$ cat config.mk
export PLATFORM = sky130hd
export DESIGN_NAME = ldpc_enc_engine
export DESIGN_NICKNAME = d
export VERILOG_FILES = /design/src/logic/ldpc_enc_pkg.sv /design/src/logic/ldpc_enc_ctrl.sv /design/src/logic/ldpc_enc_cycle_sched.sv /design/src/logic/ldpc_enc_engine.sv /design/src/logic/ldpc_enc_out_mux.sv /design/src/logic/ldpc_enc_parity_acc.sv /design/src/logic/ldpc_enc_rotator.sv
export SDC_FILE = /design/constraint.sdc
export NUM_CORES = 1
export LEC_CHECK = 0
export ABC_AREA = 0
export BUFFER_PORTS_ARGS = -buffer_cell sky130_fd_sc_hd__buf_2
export CELL_PAD_IN_SITES_DETAIL_PLACEMENT = 0
export CELL_PAD_IN_SITES_GLOBAL_PLACEMENT = 1
export CORE_MARGIN = 2
export CORE_UTILIZATION = 45
export DETAILED_ROUTE_END_ITERATION = 10
export PLACE_DENSITY = 0.81
export SYNTH_ARGS = -nofsm -noshare
export SYNTH_HDL_FRONTEND = slang
export SYNTH_HIERARCHICAL = 1
export SYNTH_SLANG_ARGS = --single-unit
$ cat constraint.sdc
create_clock -name iclk -period 1.68 [get_ports iclk]
set_input_delay 0.084 -clock iclk [delete_from_list [all_inputs] [get_ports iclk]]
set_output_delay 0.084 -clock iclk [all_outputs]
set_load 0.03 [all_outputs]
$ cat src/logic/ldpc_enc_pkg.sv
// LDPC encoder shared definitions
// fixed quasi-cyclic code: 4 data columns, 3 parity rows, 8-bit circulants
// holds sizes, word and index types, controller states and the check table

package ldpc_enc_pkg;

  //--------------------------------------------------
  // code sizes
  //--------------------------------------------------

  // circulant size, one block word
  localparam int cZC        = 8;
  localparam int cDATA_COLS = 4;
  localparam int cPAR_ROWS  = 3;
  // nonzero circulants in the check matrix
  localparam int cCYCLES    = 7;

  //--------------------------------------------------
  // word and index types
  //--------------------------------------------------

  typedef logic [cZC-1:0] zdat_t;

  // data addresses 0..3, parity addresses 4..6
  typedef logic [2:0] col_t;
  typedef logic [1:0] row_t;
  typedef logic [2:0] shift_t;
  typedef logic [2:0] cycle_idx_t;

  // one nonzero circulant of the check matrix
  typedef struct packed {
    col_t   col;
    row_t   row;
    shift_t shift;
    // first entry of its column, data word goes out on it
    logic   col_first;
  } hs_entry_t;

  // block controller states
  typedef enum logic [2:0] {
    IDLE,
    READ,
    DRAIN,
    PARITY,
    DONE
  } ctrl_state_t;

  //--------------------------------------------------
  // parity-check table
  //--------------------------------------------------

  // ordered by column, then by row inside a column
  localparam hs_entry_t cHS_TABLE [cCYCLES] = '{
    // column 0
    '{col: 3'd0, row: 2'd0, shift: 3'd1, col_first: 1'b1},
    '{col: 3'd0, row: 2'd2, shift: 3'd5, col_first: 1'b0},
    // column 1
    '{col: 3'd1, row: 2'd1, shift: 3'd3, col_first: 1'b1},
    // column 2
    '{col: 3'd2, row: 2'd0, shift: 3'd7, col_first: 1'b1},
    '{col: 3'd2, row: 2'd1, shift: 3'd2, col_first: 1'b0},
    // column 3
    '{col: 3'd3, row: 2'd1, shift: 3'd4, col_first: 1'b1},
    '{col: 3'd3, row: 2'd2, shift: 3'd6, col_first: 1'b0}
  };

endpackage

$ cat src/logic/ldpc_enc_ctrl.sv
// LDPC encoder block controller
// starts a block when input is full and output is free, walks the table,
// waits for the pipeline to drain, then reads out the parity rows

`timescale 1ns/100ps

module ldpc_enc_ctrl
  import ldpc_enc_pkg::*;
#(
  parameter int pRDAT_DELAY = 2
) (
  input  logic       iclk,
  input  logic       ireset,
  input  logic       irbuf_full,
  input  logic       iwbuf_empty,
  output logic       ostart,
  output logic       ocycle_read,
  output cycle_idx_t ocycle_idx,
  output logic       op_read,
  output row_t       op_row,
  output logic       orempty
);

  // read latency + sched register + two rotator stages + accumulator register
  localparam int cDRAIN   = pRDAT_DELAY + 4;
  localparam int cDRAIN_W = $clog2(cDRAIN + 1);

  ctrl_state_t           state;
  cycle_idx_t            cycle_cnt;
  logic [cDRAIN_W-1:0]   drain_cnt;
  row_t                  row_cnt;

  //--------------------------------------------------
  // state machine
  //--------------------------------------------------

  always_ff @(posedge iclk or posedge ireset) begin
    if (ireset) begin
      state     <= IDLE;
      ostart    <= 1'b0;
      cycle_cnt <= '0;
      drain_cnt <= '0;
      row_cnt   <= '0;
    end else begin
      ostart <= 1'b0;
      case (state)
        IDLE: begin
          // block-level back-pressure, both buffers must agree
          if (irbuf_full && iwbuf_empty) begin
            state     <= READ;
            ostart    <= 1'b1;
            cycle_cnt <= '0;
          end
        end
        READ: begin
          if (cycle_cnt == cycle_idx_t'(cCYCLES - 1)) begin
            state     <= DRAIN;
            drain_cnt <= '0;
          end else begin
            cycle_cnt <= cycle_cnt + 1'b1;
          end
        end
        DRAIN: begin
          // last accumulation lands on the final drain cycle
          if (drain_cnt == cDRAIN_W'(cDRAIN - 1)) begin
            state   <= PARITY;
            row_cnt <= '0;
          end else begin
            drain_cnt <= drain_cnt + 1'b1;
          end
        end
        PARITY: begin
          if (row_cnt == row_t'(cPAR_ROWS - 1)) begin
            state <= DONE;
          end else begin
            row_cnt <= row_cnt + 1'b1;
          end
        end
        DONE: begin
          state <= IDLE;
        end
        default: begin
          state <= IDLE;
        end
      endcase
    end
  end

  // decoded outputs
  assign ocycle_read = (state == READ);
  assign ocycle_idx  = cycle_cnt;
  assign op_read     = (state == PARITY);
  assign op_row      = row_cnt;
  // input block fully consumed
  assign orempty     = (state == DONE);

  // start is issued on leaving IDLE only
  a_start_from_idle : assert property (
    @(posedge iclk) disable iff (ireset)
    ostart |-> $past(state == IDLE)
  );

endmodule

$ cat src/logic/ldpc_enc_cycle_sched.sv
// LDPC encoder cycle scheduler
// looks up the check table entry, drives the input read address and
// delays the entry so it meets the returned data word

`timescale 1ns/100ps

module ldpc_enc_cycle_sched
  import ldpc_enc_pkg::*;
#(
  parameter int pRDAT_DELAY = 2
) (
  input  logic       iclk,
  input  logic       ireset,
  input  logic       icycle_read,
  input  cycle_idx_t icycle_idx,
  output col_t       oraddr,
  output logic       oval,
  output hs_entry_t  oentry
);

  logic                   entry_val;
  hs_entry_t              entry;
  logic [pRDAT_DELAY-1:0] val_dly;
  hs_entry_t              entry_dly [pRDAT_DELAY];

  //--------------------------------------------------
  // table lookup
  //--------------------------------------------------

  always_ff @(posedge iclk or posedge ireset) begin
    if (ireset) begin
      entry_val <= 1'b0;
    end else begin
      entry_val <= icycle_read;
    end
  end

  // address holds between reads
  always_ff @(posedge iclk) begin
    if (icycle_read) begin
      entry <= cHS_TABLE[icycle_idx];
    end
  end

  assign oraddr = entry.col;

  //--------------------------------------------------
  // read latency alignment
  //--------------------------------------------------

  always_ff @(posedge iclk or posedge ireset) begin
    if (ireset) begin
      val_dly <= '0;
    end else begin
      for (int i = 0; i < pRDAT_DELAY; i++) begin
        val_dly[i] <= (i == 0) ? entry_val : val_dly[i-1];
      end
    end
  end

  always_ff @(posedge iclk) begin
    for (int i = 0; i < pRDAT_DELAY; i++) begin
      entry_dly[i] <= (i == 0) ? entry : entry_dly[i-1];
    end
  end

  assign oval   = val_dly[pRDAT_DELAY-1];
  assign oentry = entry_dly[pRDAT_DELAY-1];

endmodule

$ cat src/logic/ldpc_enc_engine.sv
// LDPC encoder engine top level
// controller, table scheduler, rotator, parity accumulators, output writer

`timescale 1ns/100ps

module ldpc_enc_engine
  import ldpc_enc_pkg::*;
#(
  parameter int pRDAT_DELAY = 2
) (
  input  logic  iclk,
  input  logic  ireset,
  // input buffer side
  input  logic  irbuf_full,
  output col_t  oraddr,
  input  zdat_t irdat,
  output logic  orempty,
  // output buffer side
  input  logic  iwbuf_empty,
  output logic  owrite,
  output col_t  owaddr,
  output zdat_t owdat,
  output logic  owfull
);

  logic       start;
  logic       cycle_read;
  cycle_idx_t cycle_idx;
  logic       p_read;
  row_t       p_row;
  // aligned with irdat
  logic       rd_val;
  hs_entry_t  rd_entry;
  // rotator out
  logic       rot_val;
  zdat_t      rot_dat;
  row_t       rot_row;
  // parity read out
  logic       p_val;
  zdat_t      p_word;

  //--------------------------------------------------
  // stages
  //--------------------------------------------------

  ldpc_enc_ctrl #(
    .pRDAT_DELAY (pRDAT_DELAY)
  ) ctrl (
    .iclk        (iclk),
    .ireset      (ireset),
    .irbuf_full  (irbuf_full),
    .iwbuf_empty (iwbuf_empty),
    .ostart      (start),
    .ocycle_read (cycle_read),
    .ocycle_idx  (cycle_idx),
    .op_read     (p_read),
    .op_row      (p_row),
    .orempty     (orempty)
  );

  ldpc_enc_cycle_sched #(
    .pRDAT_DELAY (pRDAT_DELAY)
  ) sched (
    .iclk        (iclk),
    .ireset      (ireset),
    .icycle_read (cycle_read),
    .icycle_idx  (cycle_idx),
    .oraddr      (oraddr),
    .oval        (rd_val),
    .oentry      (rd_entry)
  );

  ldpc_enc_rotator rot (
    .iclk   (iclk),
    .ireset (ireset),
    .ival   (rd_val),
    .idat   (irdat),
    .ientry (rd_entry),
    .oval   (rot_val),
    .odat   (rot_dat),
    .orow   (rot_row)
  );

  ldpc_enc_parity_acc pacc (
    .iclk    (iclk),
    .ireset  (ireset),
    .istart  (start),
    .ival    (rot_val),
    .irow    (rot_row),
    .idat    (rot_dat),
    .ip_read (p_read),
    .ip_row  (p_row),
    .op_val  (p_val),
    .op_word (p_word)
  );

  ldpc_enc_out_mux mux (
    .iclk    (iclk),
    .ireset  (ireset),
    .istart  (start),
    .ival    (rd_val),
    .ientry  (rd_entry),
    .idat    (irdat),
    .ip_val  (p_val),
    .ip_word (p_word),
    .owrite  (owrite),
    .owaddr  (owaddr),
    .owdat   (owdat),
    .owfull  (owfull)
  );

endmodule

$ cat src/logic/ldpc_enc_out_mux.sv
// LDPC encoder output writer
// passes data words through on first column use, then writes
// chained parity words p_r = p_(r-1) ^ acc_r and flags the last write

`timescale 1ns/100ps

module ldpc_enc_out_mux
  import ldpc_enc_pkg::*;
(
  input  logic      iclk,
  input  logic      ireset,
  input  logic      istart,
  input  logic      ival,
  input  hs_entry_t ientry,
  input  zdat_t     idat,
  input  logic      ip_val,
  input  zdat_t     ip_word,
  output logic      owrite,
  output col_t      owaddr,
  output zdat_t     owdat,
  output logic      owfull
);

  logic  data_wr;
  zdat_t par_run;
  zdat_t par_next;
  row_t  par_cnt;

  // systematic part goes out once per column
  assign data_wr  = ival && ientry.col_first;
  // DVB-style accumulate chain
  assign par_next = par_run ^ ip_word;

  //--------------------------------------------------
  // control
  //--------------------------------------------------

  always_ff @(posedge iclk or posedge ireset) begin
    if (ireset) begin
      owrite  <= 1'b0;
      owfull  <= 1'b0;
      par_cnt <= '0;
    end else begin
      owrite <= data_wr || ip_val;
      // last parity word closes the block
      owfull <= ip_val && (par_cnt == row_t'(cPAR_ROWS - 1));
      if (istart) begin
        par_cnt <= '0;
      end else if (ip_val) begin
        par_cnt <= par_cnt + 1'b1;
      end
    end
  end

  //--------------------------------------------------
  // write payload
  //--------------------------------------------------

  always_ff @(posedge iclk) begin
    if (istart) begin
      par_run <= '0;
    end else if (ip_val) begin
      par_run <= par_next;
    end
    if (ip_val) begin
      owaddr <= col_t'(cDATA_COLS) + col_t'(par_cnt);
      owdat  <= par_next;
    end else if (data_wr) begin
      owaddr <= ientry.col;
      owdat  <= idat;
    end
  end

  // data phase and parity phase never overlap
  a_no_write_clash : assert property (
    @(posedge iclk) disable iff (ireset)
    !(data_wr && ip_val)
  );

endmodule

$ cat src/logic/ldpc_enc_parity_acc.sv
// LDPC encoder parity accumulators
// one XOR accumulator per check row, cleared at block start,
// with a registered read port for the parity phase

`timescale 1ns/100ps

module ldpc_enc_parity_acc
  import ldpc_enc_pkg::*;
(
  input  logic  iclk,
  input  logic  ireset,
  input  logic  istart,
  input  logic  ival,
  input  row_t  irow,
  input  zdat_t idat,
  input  logic  ip_read,
  input  row_t  ip_row,
  output logic  op_val,
  output zdat_t op_word
);

  zdat_t acc [cPAR_ROWS];

  //--------------------------------------------------
  // accumulation
  //--------------------------------------------------

  always_ff @(posedge iclk) begin
    if (istart) begin
      for (int r = 0; r < cPAR_ROWS; r++) begin
        acc[r] <= '0;
      end
    end else if (ival) begin
      // rotated circulant folds into its row
      acc[irow] <= acc[irow] ^ idat;
    end
  end

  //--------------------------------------------------
  // read port
  //--------------------------------------------------

  always_ff @(posedge iclk or posedge ireset) begin
    if (ireset) begin
      op_val <= 1'b0;
    end else begin
      op_val <= ip_read;
    end
  end

  // one cycle read latency
  always_ff @(posedge iclk) begin
    if (ip_read) begin
      op_word <= acc[ip_row];
    end
  end

  // parity is read only after every accumulation has landed
  a_read_after_drain : assert property (
    @(posedge iclk) disable iff (ireset)
    ip_read |-> !ival
  );

  // no accumulation may still be in flight at block start
  a_start_quiet : assert property (
    @(posedge iclk) disable iff (ireset)
    istart |-> !ival
  );

endmodule

$ cat src/logic/ldpc_enc_rotator.sv
// LDPC encoder circulant rotator
// two-stage cyclic left rotation of one block word, row index rides along

`timescale 1ns/100ps

module ldpc_enc_rotator
  import ldpc_enc_pkg::*;
(
  input  logic      iclk,
  input  logic      ireset,
  input  logic      ival,
  input  zdat_t     idat,
  input  hs_entry_t ientry,
  output logic      oval,
  output zdat_t     odat,
  output row_t      orow
);

  logic  s1_val;
  zdat_t s1_dat;
  logic  s1_hi;
  row_t  s1_row;

  function automatic zdat_t rotl(zdat_t d, int s);
    return (d << s) | (d >> (cZC - s));
  endfunction

  //--------------------------------------------------
  // valid pipe
  //--------------------------------------------------

  always_ff @(posedge iclk or posedge ireset) begin
    if (ireset) begin
      s1_val <= 1'b0;
      oval   <= 1'b0;
    end else begin
      s1_val <= ival;
      oval   <= s1_val;
    end
  end

  //--------------------------------------------------
  // data pipe
  //--------------------------------------------------

  always_ff @(posedge iclk) begin
    // stage 1 by shift[1:0]
    s1_dat <= rotl(idat, int'(ientry.shift[1:0]));
    s1_hi  <= ientry.shift[2];
    s1_row <= ientry.row;
    // stage 2 by half a word
    odat   <= s1_hi ? rotl(s1_dat, cZC / 2) : s1_dat;
    orow   <= s1_row;
  end

  // table rows must fit the accumulator bank
  a_row_range : assert property (
    @(posedge iclk) disable iff (ireset)
    ival |-> (ientry.row < cPAR_ROWS)
  );

endmodule

==> results of run 1 <==
==> metal layers <==
metal	global-route usage [%]	vias to the layer above
met4	6.67	0
met2	30.5	54
met1	20.2	1650
met5	0	-
li1	-	1597
met3	4.43	12
==> per-stage QoR <==
stage                     area [um2]  instances  power [W]
after global routing            6540        651     0.0149
final                           6540        651     0.0141
after global placement          5890        611     0.0103
after CTS                       6520        648     0.0142
after detailed placement        5890        611     0.0106
after floorplan                 5580        425    0.00942
==> area by class of cell <==
class | count | area (um2) | area share, %
clock buffer | 17 | 425 | 6.50
clock inverter | 15 | 146 | 2.24
inverter | 16 | 60.1 | 0.918
multi-input combinational | 252 | 2060 | 31.5
sequential | 126 | 3230 | 49.3
tap | 168 | 210 | 3.21
timing repair buffer | 57 | 413 | 6.31
==> worst min-delay path, delay by kind of cell <==
family / cells / cell delay, ns
AO/OA/AOI/OAI: 1 / 0.12
buffers and inverters: 1 / 0.13
multiplexers: 1 / 0.08
==> cell usage in the layout (no fill, tap or decap), types with 4 or more instances in the layout <==
| cell type | instances |
|---|---|
| ha_1 | 7 |
| mux2_2 | 10 |
| dlygate4sd3_1 | 5 |
| nand3b_1 | 9 |
| nand2b_1 | 6 |
| inv_1 | 14 |
| clkbuf_16 | 17 |
| a21bo_2 | 7 |
| o21ai_1 | 4 |
| buf_4 | 23 |
| a21oi_1 | 21 |
| nor2_1 | 42 |
| buf_2 | 26 |
| mux4_2 | 9 |
| dfrtp_1 | 20 |
| xor2_1 | 24 |
| dfxtp_1 | 45 |
| a31oi_1 | 4 |
| nand2_1 | 11 |
| inv_6 | 8 |
| edfxtp_1 | 59 |
| xnor2_1 | 10 |
| mux2i_1 | 31 |
==> final timing paths <==
kind / start / end / slack (ns) / depth (start not counted)
worst max-delay path: ctrl/ostart / pacc/acc[0][3] / 0.11 / 2
worst min-delay path: irdat[0] / rot/s1_dat[1] / 0.05 / 3
worst max register to register: ctrl/ostart / pacc/acc[0][3] / 0.11 / 2
worst min register to register: sched/entry_dly[0][12] / rot/s1_hi / 0.33 / 0
max in group asynchronous: ireset / ctrl/state[2] / 1.01 / 3
min in group asynchronous: ireset / pacc/op_val / 0.10 / 3
==> power by group through the flow <==
stage / combinational [W] / clock [W] / sequential [W]
after global routing: 0.00537 / 0.00374 / 0.00582
final: 0.00494 / 0.00352 / 0.00567
after floorplan: 0.00371 / 0 / 0.00572
after CTS: 0.00489 / 0.00360 / 0.00571
after global placement: 0.00467 / 0 / 0.00566
after detailed placement: 0.00484 / 0 / 0.00575
==> repair_timing <==
action	4_1_cts	5_1_grt
hold buffers	5	0
gates resized for setup	1	2
endpoints found under the setup margin	1	1
buffers inserted	0	3
hold endpoints to repair	25	0
==> cell families (layout without fill, tap and decap cells) <==
family | Yosys count | count (layout) | synth area share [%]
and+or+nand+nor | 93 | 93 | 9.09
other | 1 | 2 | 0.0674
adders and majority gates | 8 | 8 | 1.80
DFF | 126 | 126 | 58.0
AOI/OAI and AO/OA | 60 | 60 | 7.83
buffers and inverters | 47 | 105 | 5.22
xor gates and xnor gates | 34 | 34 | 5.36
muxes | 55 | 55 | 12.7
==> flip-flops by register name (all words and copies together), names as in the netlist, 3 cells and up <==
| register | count |
|---|---|
| sched/entry | 6 |
| rot/s1_dat | 8 |
| mux/owaddr | 3 |
| mux/owdat | 8 |
| pacc/acc | 32 |
| pacc/op_word | 8 |
| sched/entry_dly | 16 |
| ctrl/ocycle_idx | 3 |
| rot/odat | 8 |
| ctrl/drain_cnt | 3 |
| ctrl/state | 3 |
| mux/par_run | 8 |
==> summary.txt, run 1 <==
Clock tree
  – Root Buffer: clkbuf_16
  – Clk buf depth: 2
  – Clock transition at path regs: approximately 0.06 ns
  – Total CTS buffers: 17
  – Clk Latency, worst-skew pair: 0.41 ns
  – Depth of the CTS H-tree: 4
  – CTS sink count: between 100 and 150
  – CTS tree: done

Power
  – Sw frac: between 30% and 40%
  – Clock power share: 24.9%
  – Pwr dens: ~2200 nW/um2
  – Worst IR Drop VDD: 0.00111 V
  – P_int: ~0.0092 W
  – P_sw: 0.00489 W
  – Logic pwr share: about a third
  – Flop pwr share: around 40%
  – Lkg Pwr: between 2 and 3 nW

Synth
  – Area leader, netlist: edfxtp_1
  – Post-synth EDFFs: 59
  – Post-synthesis register bit count: between 100 and 150
  – Distinct cell type count after synthesis: 62
  – YS warnings: 6
  – Yosys top cell area share: 31.9%
  – Register area share after synthesis: between 50% and 60%
  – Synth Cell Area: roughly 5600 um2
  – Main flop type after synthesis: edfxtp_1
  – Synth area leaders: edfxtp_1 32%, dfxtp_1 16%, dfrtp_1 9.9%, mux2i_1 5.6%, xor2_1 3.8%
  – Post-Syn Instances: 424
  – Avg Cell Area, Syn: 13.1 um2
  – Ys async rst share: 17.5%
  – Post-synth top cells: 59 x edfxtp_1, 45 x dfxtp_1, 42 x nor2_1, 31 x mux2i_1, 24 x xor2_1
  – Leading cell type by number of instances after synthesis: edfxtp_1

Route
  – Drt pass-1 iters: 4
  – Wire length on met3: a little under 300 um
  – Met2 routed WL: 5520 um
  – Final wirelength: around 11000 um
  – Via count: 3313
  – Initial DRC count: about 170
  – DRC: 0
  – Uppermost routed layer: met4
  – DRT met1 WL: 4580 um
  – Detail Route Antenna Nets: 0
  – Vias/cell: between 5 and 6
  – Routed wire per std cell: ~16 um

Status
  – Status: finished, final reports clean

Worst setup path
  – Crit path kind: flip-flop to flip-flop
  – Worst-path cell chain: or4b_1, nand2b_1
  – Critical path launch point type: flip-flop
  – Worst path arrival time: between 1.5 and 2 ns
  – Req. time, crit path: 1.75 ns
  – Worst path max stage delay: 0.51 ns
  – Worst setup EP type: flip-flop
  – CP max stage cell: or4b_1
  – Delay-heaviest family, CP: simple AND/OR/NAND/NOR gates
  – Crit path max fanout: 8
  – CP Buf/Inv Count: 0

Timing
  – Final Max Tran Viols: 0
  – Hold Violations, Final: 0
  – Max Clk Rate: 638 MHz
  – Final period util: between 90% and 100%
  – Slew of the pin with the lowest slew margin: roughly 0.50 ns
  – Final Setup Violations: 0
  – RSZ-0062 raised after global routing: no
  – Relative slew slack: between 60% and 70%
  – Total negative slack: 0 ns
  – Clk_skew: roughly 0.0075 ns
  – Hold slack: about 0.051 ns
  – Final Critical Period: approximately 1.6 ns
  – Post-route setup slack: around 0.11 ns

Die
  – Core area: 12100 um2
  – Starting Density: between 40% and 50%
  – Die span in x: approximately 120 um
  – Die area: approximately 13000 um2
  – Die height: around 120 um
  – Row count: 40
  – Ports: 29

Global route
  – Vias in the first global route: 3438
  – Pin count of the biggest net entering global routing: 38
  – Gr ovfl total: 0
  – First-pass GRT wire length: about 17000 um
  – Total GRT Usage: between 10% and 20%
  – Initial antenna violation count: 0

Placed design
  – # port buffers: 27
  – Post-DP HPWL: between 7000 and 8000 um
  – Final GP Congestion: about 0.88
  – Post-Place Worst Slack: just over 0.1 ns

Final layout
  – Final core utilization: a little over half
  – N_diodes: 0
  – Ratio of cells with drive above 1 in the final layout: between 20% and 30%
  – Synthesis-to-layout area growth: 17.7%
  – Fill cells: about 1000
  – Nets: 490

Job
  – Max_cap viols: 0

Hold path
  – Worst hold path type: input pin to flip-flop
Note: power is estimated with default switching activity, not from simulation.
==> run 2: changes to the inputs <==
--- a/config.mk
+++ b/config.mk
@@ -9,10 +9,12 @@
 export BUFFER_PORTS_ARGS = -buffer_cell sky130_fd_sc_hd__buf_2
 export CELL_PAD_IN_SITES_DETAIL_PLACEMENT = 0
 export CELL_PAD_IN_SITES_GLOBAL_PLACEMENT = 1
+export CORE_ASPECT_RATIO = 0.6
 export CORE_MARGIN = 2
 export CORE_UTILIZATION = 45
 export DETAILED_ROUTE_END_ITERATION = 10
 export PLACE_DENSITY = 0.81
+export SLEW_MARGIN = 10
 export SYNTH_ARGS = -nofsm -noshare
 export SYNTH_HDL_FRONTEND = slang
 export SYNTH_HIERARCHICAL = 1
==> constraint.sdc (replaced) <==
create_clock -name iclk -period 1.68 [get_ports iclk]
set_input_delay 0.336 -clock iclk [delete_from_list [all_inputs] [get_ports iclk]]
set_output_delay 0.336 -clock iclk [all_outputs]
set_load 0.03 [all_outputs]
==> summary.txt, run 2 (same netlist as run 1, synthesis figures left out) <==
Final layout
  – Nets: 484 (-1.2%)
  – N_diodes: 0 (unchanged)
  – Flip-flop count of the largest register after layout: 32 (unchanged)
  – FF/Latch Area: 3230 um2 (about the same)
  – Commonest non-fill, non-tap cells in the layout: 59 x edfxtp_1, 45 x dfxtp_1, 42 x nor2_1, 31 x mux2i_1, 26 x buf_2
  – Fill cells: 1017 (+0.99%)
  – Biggest regs: pacc/acc: 32 flops, sched/entry_dly: 16 flops
  – Ratio of cells with drive above 1 in the final layout: 26.8% (+0.33 points)
  – Largest Register: pacc/acc
  – Final core utilization: 53.9% (-0.31 points)
  – Commonest non-fill, non-tap cell in the layout: edfxtp_1
  – Multi-input logic area: 2070 um2 (+0.24%)
  – Synthesis-to-layout area growth: 17.0%

Worst setup path
  – Worst-path cell chain: nor3_2, buf_4
  – Worst path max stage delay: 0.46 ns (-0.05 ns)
  – Critical path launch point type: flip-flop
  – CP max stage cell: dfrtp_2
  – Crit path kind: flip-flop to primary output
  – Crit path max fanout: 9 (+1)
  – Req. time, crit path: 1.34 ns (-0.41 ns)
  – Worst path arrival time: 1.25 ns (-0.38 ns)
  – Worst reg2reg path depth: 2 (unchanged)
  – Worst setup EP type: primary output

Clock tree
  – Total CTS buffers: 17 (unchanged)
  – CTS sink count: 126 (unchanged)
  – Depth of the CTS H-tree: 4 (unchanged)
  – Clk buf depth: 2 (unchanged)
  – Clock transition at path regs: 0.06 ns (about the same)
  – Root Buffer: clkbuf_16
  – Clk Latency, worst-skew pair: 0.41 ns (about the same)
  – CTS tree: done

Timing
  – Max Clk Rate: 629 MHz (-1.5%)
  – Relative slew slack: 65.1% (-1.2 points)
  – Hold Violations, Final: 0 (unchanged)
  – Clk_skew: 0.0101 ns (+0.00259 ns)
  – Total negative slack: 0 ns (unchanged)
  – Slew of the pin with the lowest slew margin: 0.524 ns (+0.0187 ns)
  – Final Critical Period: 1.59 ns (+0.0231 ns)
  – Final Setup Violations: 0 (unchanged)
  – Final period util: 94.6% (+1.4 points)
  – Post-route setup slack: 0.0902 ns (-0.0231 ns)
  – Final Max Tran Viols: 0 (unchanged)
  – RSZ-0062 raised after global routing: no

Status
  – Status: finished, final reports clean

Die
  – Die area: 13300 um2 (+0.22%)
  – Starting Density: 46.1% (about the same)
  – Die span in x: 148 um (+28%)
  – Core area: 12100 um2 (about the same)
  – Die height: 90.1 um (-22%)
  – Ports: 29 (unchanged)
  – Row count: 31 (-23%)

Route
  – Final wirelength: 11000 um (+4.2%)
  – Detail Route Antenna Nets: 0 (unchanged)
  – Drt pass-1 iters: 5 (+1)
  – DRC: 0 (unchanged)
  – Routed wire per std cell: 17.2 um (+5.7%)
  – Initial DRC count: 141 (-16%)
  – Via count: 3361 (+1.4%)
  – Vias/cell: 5.24 (+2.9%)

Power
  – Lkg Pwr: 2.65 nW (-0.98%)
  – P_int: 0.00933 W (+0.97%)
  – Logic pwr share: 34.7% (-0.3 points)
  – Sw frac: 34.4% (-0.17 points)
  – Flop pwr share: 40.0% (about the same)
  – Pwr dens: 2190 nW/um2 (+1.3%)
  – Worst IR Drop VDD: 0.00144 V (+30%)
  – Clock power share: 25.4% (+0.5 points)
  – Tot Pwr: 0.0142 W (+0.70%)
  – P_sw: 0.00490 W (+0.19%)

Global route
  – Pin count of the biggest net entering global routing: 35 (-7.9%)
  – Total GRT Usage: 17.8% (+0.54 points)
  – Initial antenna violation count: 0 (unchanged)
  – Gr ovfl total: 0 (unchanged)
  – First-pass GRT wire length: 17900 um (+4.8%)
  – Vias in the first global route: 3436 (-0.058%)

Placed design
  – Post-Place Worst Slack: 0.104 ns (+0.00130 ns)
  – Final GP Congestion: 0.858 (-2.1%)
  – Post-DP HPWL: 7530 um (+3.6%)
  – # port buffers: 27 (unchanged)

Job
  – Max_cap viols: 0 (unchanged)

Hold path
  – Hold Path Stages: 3 (unchanged)
  – Worst hold path type: input pin to flip-flop
## run 2: final timing paths
check	from	to	slack (ns)
setup / recovery	ctrl/state[0]	orempty	0.09
hold / removal	irdat[1]	rot/s1_dat[2]	0.26
setup reg to reg	rot/orow[0]	pacc/acc[0][5]	0.10
hold reg to reg	sched/entry_dly[0][3]	sched/entry_dly[0][12]	0.32
max in group asynchronous	ireset	ctrl/state[2]	0.74
min in group asynchronous	ireset	pacc/op_val	0.36
## run 2: metrics by stage
| stage | hold slack, ns | cell area (um2) | instances |
|---|---|---|---|
| after floorplan | 0.0647 | 5580 | 425 |
| after global placement | 0.218 | 5890 | 608 |
| after detailed placement | 0.226 | 5890 | 608 |
| after CTS | 0.243 | 6500 | 642 |
| after global routing | 0.255 | 6510 | 642 |
| final | 0.260 | 6510 | 642 |
## run 2: repair_timing
item	CTS	global route
cloned	0	0
hold buffers	1	0
setup endpoints to repair	1	4
buffers inserted	1	0
resized for setup	3	3
endpoints found under the hold margin	10	0
## run 2: cell type report
class,instances,area share (%)
timing repair buffer,51,5.56
tap,165,3.17
clock inverter,15,2.44
clock buffer,17,6.54
sequential,126,49.6
inverter,16,0.923
multi-input combinational,252,31.8
## run 2: power by group through the flow
stage / Clock, W / Combinational, W / Sequential (W)
finish: 0.00361 / 0.00493 / 0.00569
global route: 0.00384 / 0.00538 / 0.00586
CTS: 0.00370 / 0.00495 / 0.00569
detailed placement: 0 / 0.00491 / 0.00573
global placement: 0 / 0.00478 / 0.00564
floorplan: 0 / 0.00371 / 0.00572
## run 2: critical path: cells and delay by family, from the launching register on
kind	cells	cell delay (ns)
buf+inv	1	0.18
flops	1	0.46
simple gates	1	0.20
## run 2: layer usage
metal | track usage (%) | vias to the layer above | part of all wire, %
li1 | - | 1598 | -
met2 | 27.2 | 76 | 45
met3 | 5.03 | 11 | 4.0
met5 | 0 | - | 0
met1 | 24.9 | 1676 | 50
met4 | 5.29 | 0 | 0.92
==> run 3: changes to the inputs <==
--- a/config.mk
+++ b/config.mk
@@ -10,7 +10,6 @@
 export CELL_PAD_IN_SITES_DETAIL_PLACEMENT = 0
 export CELL_PAD_IN_SITES_GLOBAL_PLACEMENT = 1
 export CORE_ASPECT_RATIO = 0.6
-export CORE_MARGIN = 2
 export CORE_UTILIZATION = 45
 export DETAILED_ROUTE_END_ITERATION = 10
 export PLACE_DENSITY = 0.81
==> summary.txt, run 3 (same netlist as run 1, synthesis figures left out) <==
Status
  – Status: finished, final reports clean

Die
  – Ports: 29 (unchanged)
  – Core area: 12100 um2 (unchanged)
  – Die area: 12800 um2 (-3.5%)
  – Die span in x: 146 um (-1.4%)
  – Row count: 31 (unchanged)
  – Starting Density: 46.1% (unchanged)
  – Die height: 88.1 um (-2.2%)

Clock tree
  – Clk buf depth: 2 (unchanged)
  – Clk Latency, worst-skew pair: 0.41 ns (about the same)
  – Clock transition at path regs: 0.05 ns (about the same)
  – CTS tree: done
  – Depth of the CTS H-tree: 4 (unchanged)
  – CTS sink count: 126 (unchanged)
  – Root Buffer: clkbuf_16
  – Total CTS buffers: 17 (unchanged)

Worst setup path
  – R2r endpoint: pacc/acc[0][6]
  – Worst setup EP type: primary output
  – Worst reg2reg path depth: 2 (unchanged)
  – Crit path max fanout: 9 (unchanged)
  – Critical path launch point type: flip-flop
  – R2r startpoint: rot/orow[1]
  – Req. time, crit path: 1.34 ns (about the same)
  – R2R Setup Slk: 0.06 ns (-0.04 ns)
  – Worst path arrival time: 1.30 ns (+0.05 ns)
  – Crit path kind: flip-flop to primary output

Global route
  – Total GRT Usage: 18.6% (+0.76 points)
  – Pin count of the biggest net entering global routing: 32 (-8.6%)
  – Initial antenna violation count: 0 (unchanged)
  – Gr ovfl total: 0 (unchanged)
  – First-pass GRT wire length: 17700 um (-1.4%)
  – Vias in the first global route: 3404 (-0.93%)

Route
  – Via count: 3313 (-1.4%)
  – Drt pass-1 iters: 4 (-1)
  – Vias/cell: 5.16 (-1.4%)
  – DRC: 0 (unchanged)
  – Final wirelength: 10900 um (-1.3%)
  – Detail Route Antenna Nets: 0 (unchanged)
  – Initial DRC count: 193 (+37%)
  – Routed wire per std cell: 16.9 um (-1.3%)

Final layout
  – Nets: 484 (unchanged)
  – Final cell count without fillers: 642 (unchanged)
  – Flip-flop count of the largest register after layout: 32 (unchanged)
  – Commonest non-fill, non-tap cell in the layout: edfxtp_1
  – Ratio of cells with drive above 1 in the final layout: 26.4% (-0.42 points)
  – Largest Register: pacc/acc
  – Synthesis-to-layout area growth: 16.8%
  – N_diodes: 0 (unchanged)
  – Biggest regs: pacc/acc: 32 flops, sched/entry_dly: 16 flops
  – Commonest non-fill, non-tap cells in the layout: 59 x edfxtp_1, 45 x dfxtp_1, 42 x nor2_1, 31 x mux2i_1, 26 x buf_2
  – Final core utilization: 53.8% (-0.10 points)

Placed design
  – Placed Cells: 608 (unchanged)
  – # port buffers: 27 (unchanged)
  – Post-DP HPWL: 7440 um (-1.2%)
  – Final GP Congestion: 0.826 (-3.7%)

Timing
  – Final Max Tran Viols: 0 (unchanged)
  – Max Clk Rate: 610 MHz (-3.0%)
  – Final Setup Violations: 0 (unchanged)
  – Relative slew slack: 65.2% (+0.18 points)
  – Final period util: 97.6% (+2.9 points)
  – Clk_skew: 0.00558 ns (-0.00448 ns)
  – Slew of the pin with the lowest slew margin: 0.521 ns (-0.00265 ns)
  – Final Critical Period: 1.64 ns (+0.0491 ns)
  – Hold Violations, Final: 0 (unchanged)

Hold path
  – Worst hold path type: input pin to flip-flop
  – Min-Delay Startpoint: irdat[1]
  – Worst Hold Endpoint: rot/s1_dat[2]
  – Hold Path Stages: 3 (unchanged)

Power
  – Worst IR Drop VDD: 0.000970 V (-33%)
  – Pwr dens: 2170 nW/um2 (-0.59%)
  – Lkg Pwr: 2.64 nW (-0.38%)

Job
  – Max_cap viols: 0 (unchanged)
## run 3: report_power, final
part / internal, W / leakage (nW) / switching [W]
Sequential: 0.00486 / 1.21 / 0.000828
Clock: 0.00220 / 0.278 / 0.00132
Combinational: 0.00223 / 1.14 / 0.00267
## run 3: how the worst max path moves through the flow
stage                     cells after the start                    from  slack (ns)              to
after CTS                                     2           ctrl/state[0]        0.02         orempty
after detailed placement                      4             rot/orow[1]        0.08  pacc/acc[3][4]
after floorplan                               7  sched/entry_dly[0][10]       0.003   rot/s1_dat[4]
after global routing                          2           ctrl/state[0]      -0.001         orempty
final                                         2           ctrl/state[0]        0.04         orempty
after global placement                        2             ctrl/ostart        0.13  pacc/acc[0][4]
## run 3: repair_timing
| item | 4_1_cts | 5_1_grt |
|---|---|---|
| resized for setup | 3 | 2 |
| setup buffers | 1 | 0 |
| hold endpoints to repair | 10 | 0 |
| endpoints found under the setup margin | 1 | 5 |
| hold buffers | 1 | 0 |
## run 3: worst max-delay path, cell delays in order (launching register included)
cell and delay [ns]:
dfrtp_1 0.47, nor3_2 0.24, buf_4 0.19
## run 3: final cells by class
cell class | count | area, um2
fill | 1009 | 5570
clock inverter | 12 | 108
multi-input combinational | 252 | 2070
tap | 165 | 206
inverter | 16 | 60.1
sequential | 126 | 3230
clock buffer | 20 | 478
timing repair buffer | 51 | 349
## run 3: per-layer routing
layer	global-route usage, %	vias up	wire length, um	part of all wire, %
met1	25.5	1635	5330	49
met2	29.0	81	4930	45
met3	5.00	8	553	5.1
met5	0	-	0	0
met4	6.03	0	69	0.63
li1	-	1589	-	-
## run 3: metrics by stage
stage               worst slack [ns]  setup TNS [ns]  hold WS (ns)  total power, W  area [um2]
floorplan                    0.00251               0        0.0647         0.00942        5580
global placement               0.133               0         0.218          0.0104        5880
finish                        0.0411               0         0.274          0.0141        6490
detailed placement            0.0774               0         0.219          0.0106        5880
global route                -0.00108        -0.00108         0.260          0.0149        6490
CTS                           0.0174               0         0.251          0.0142        6490
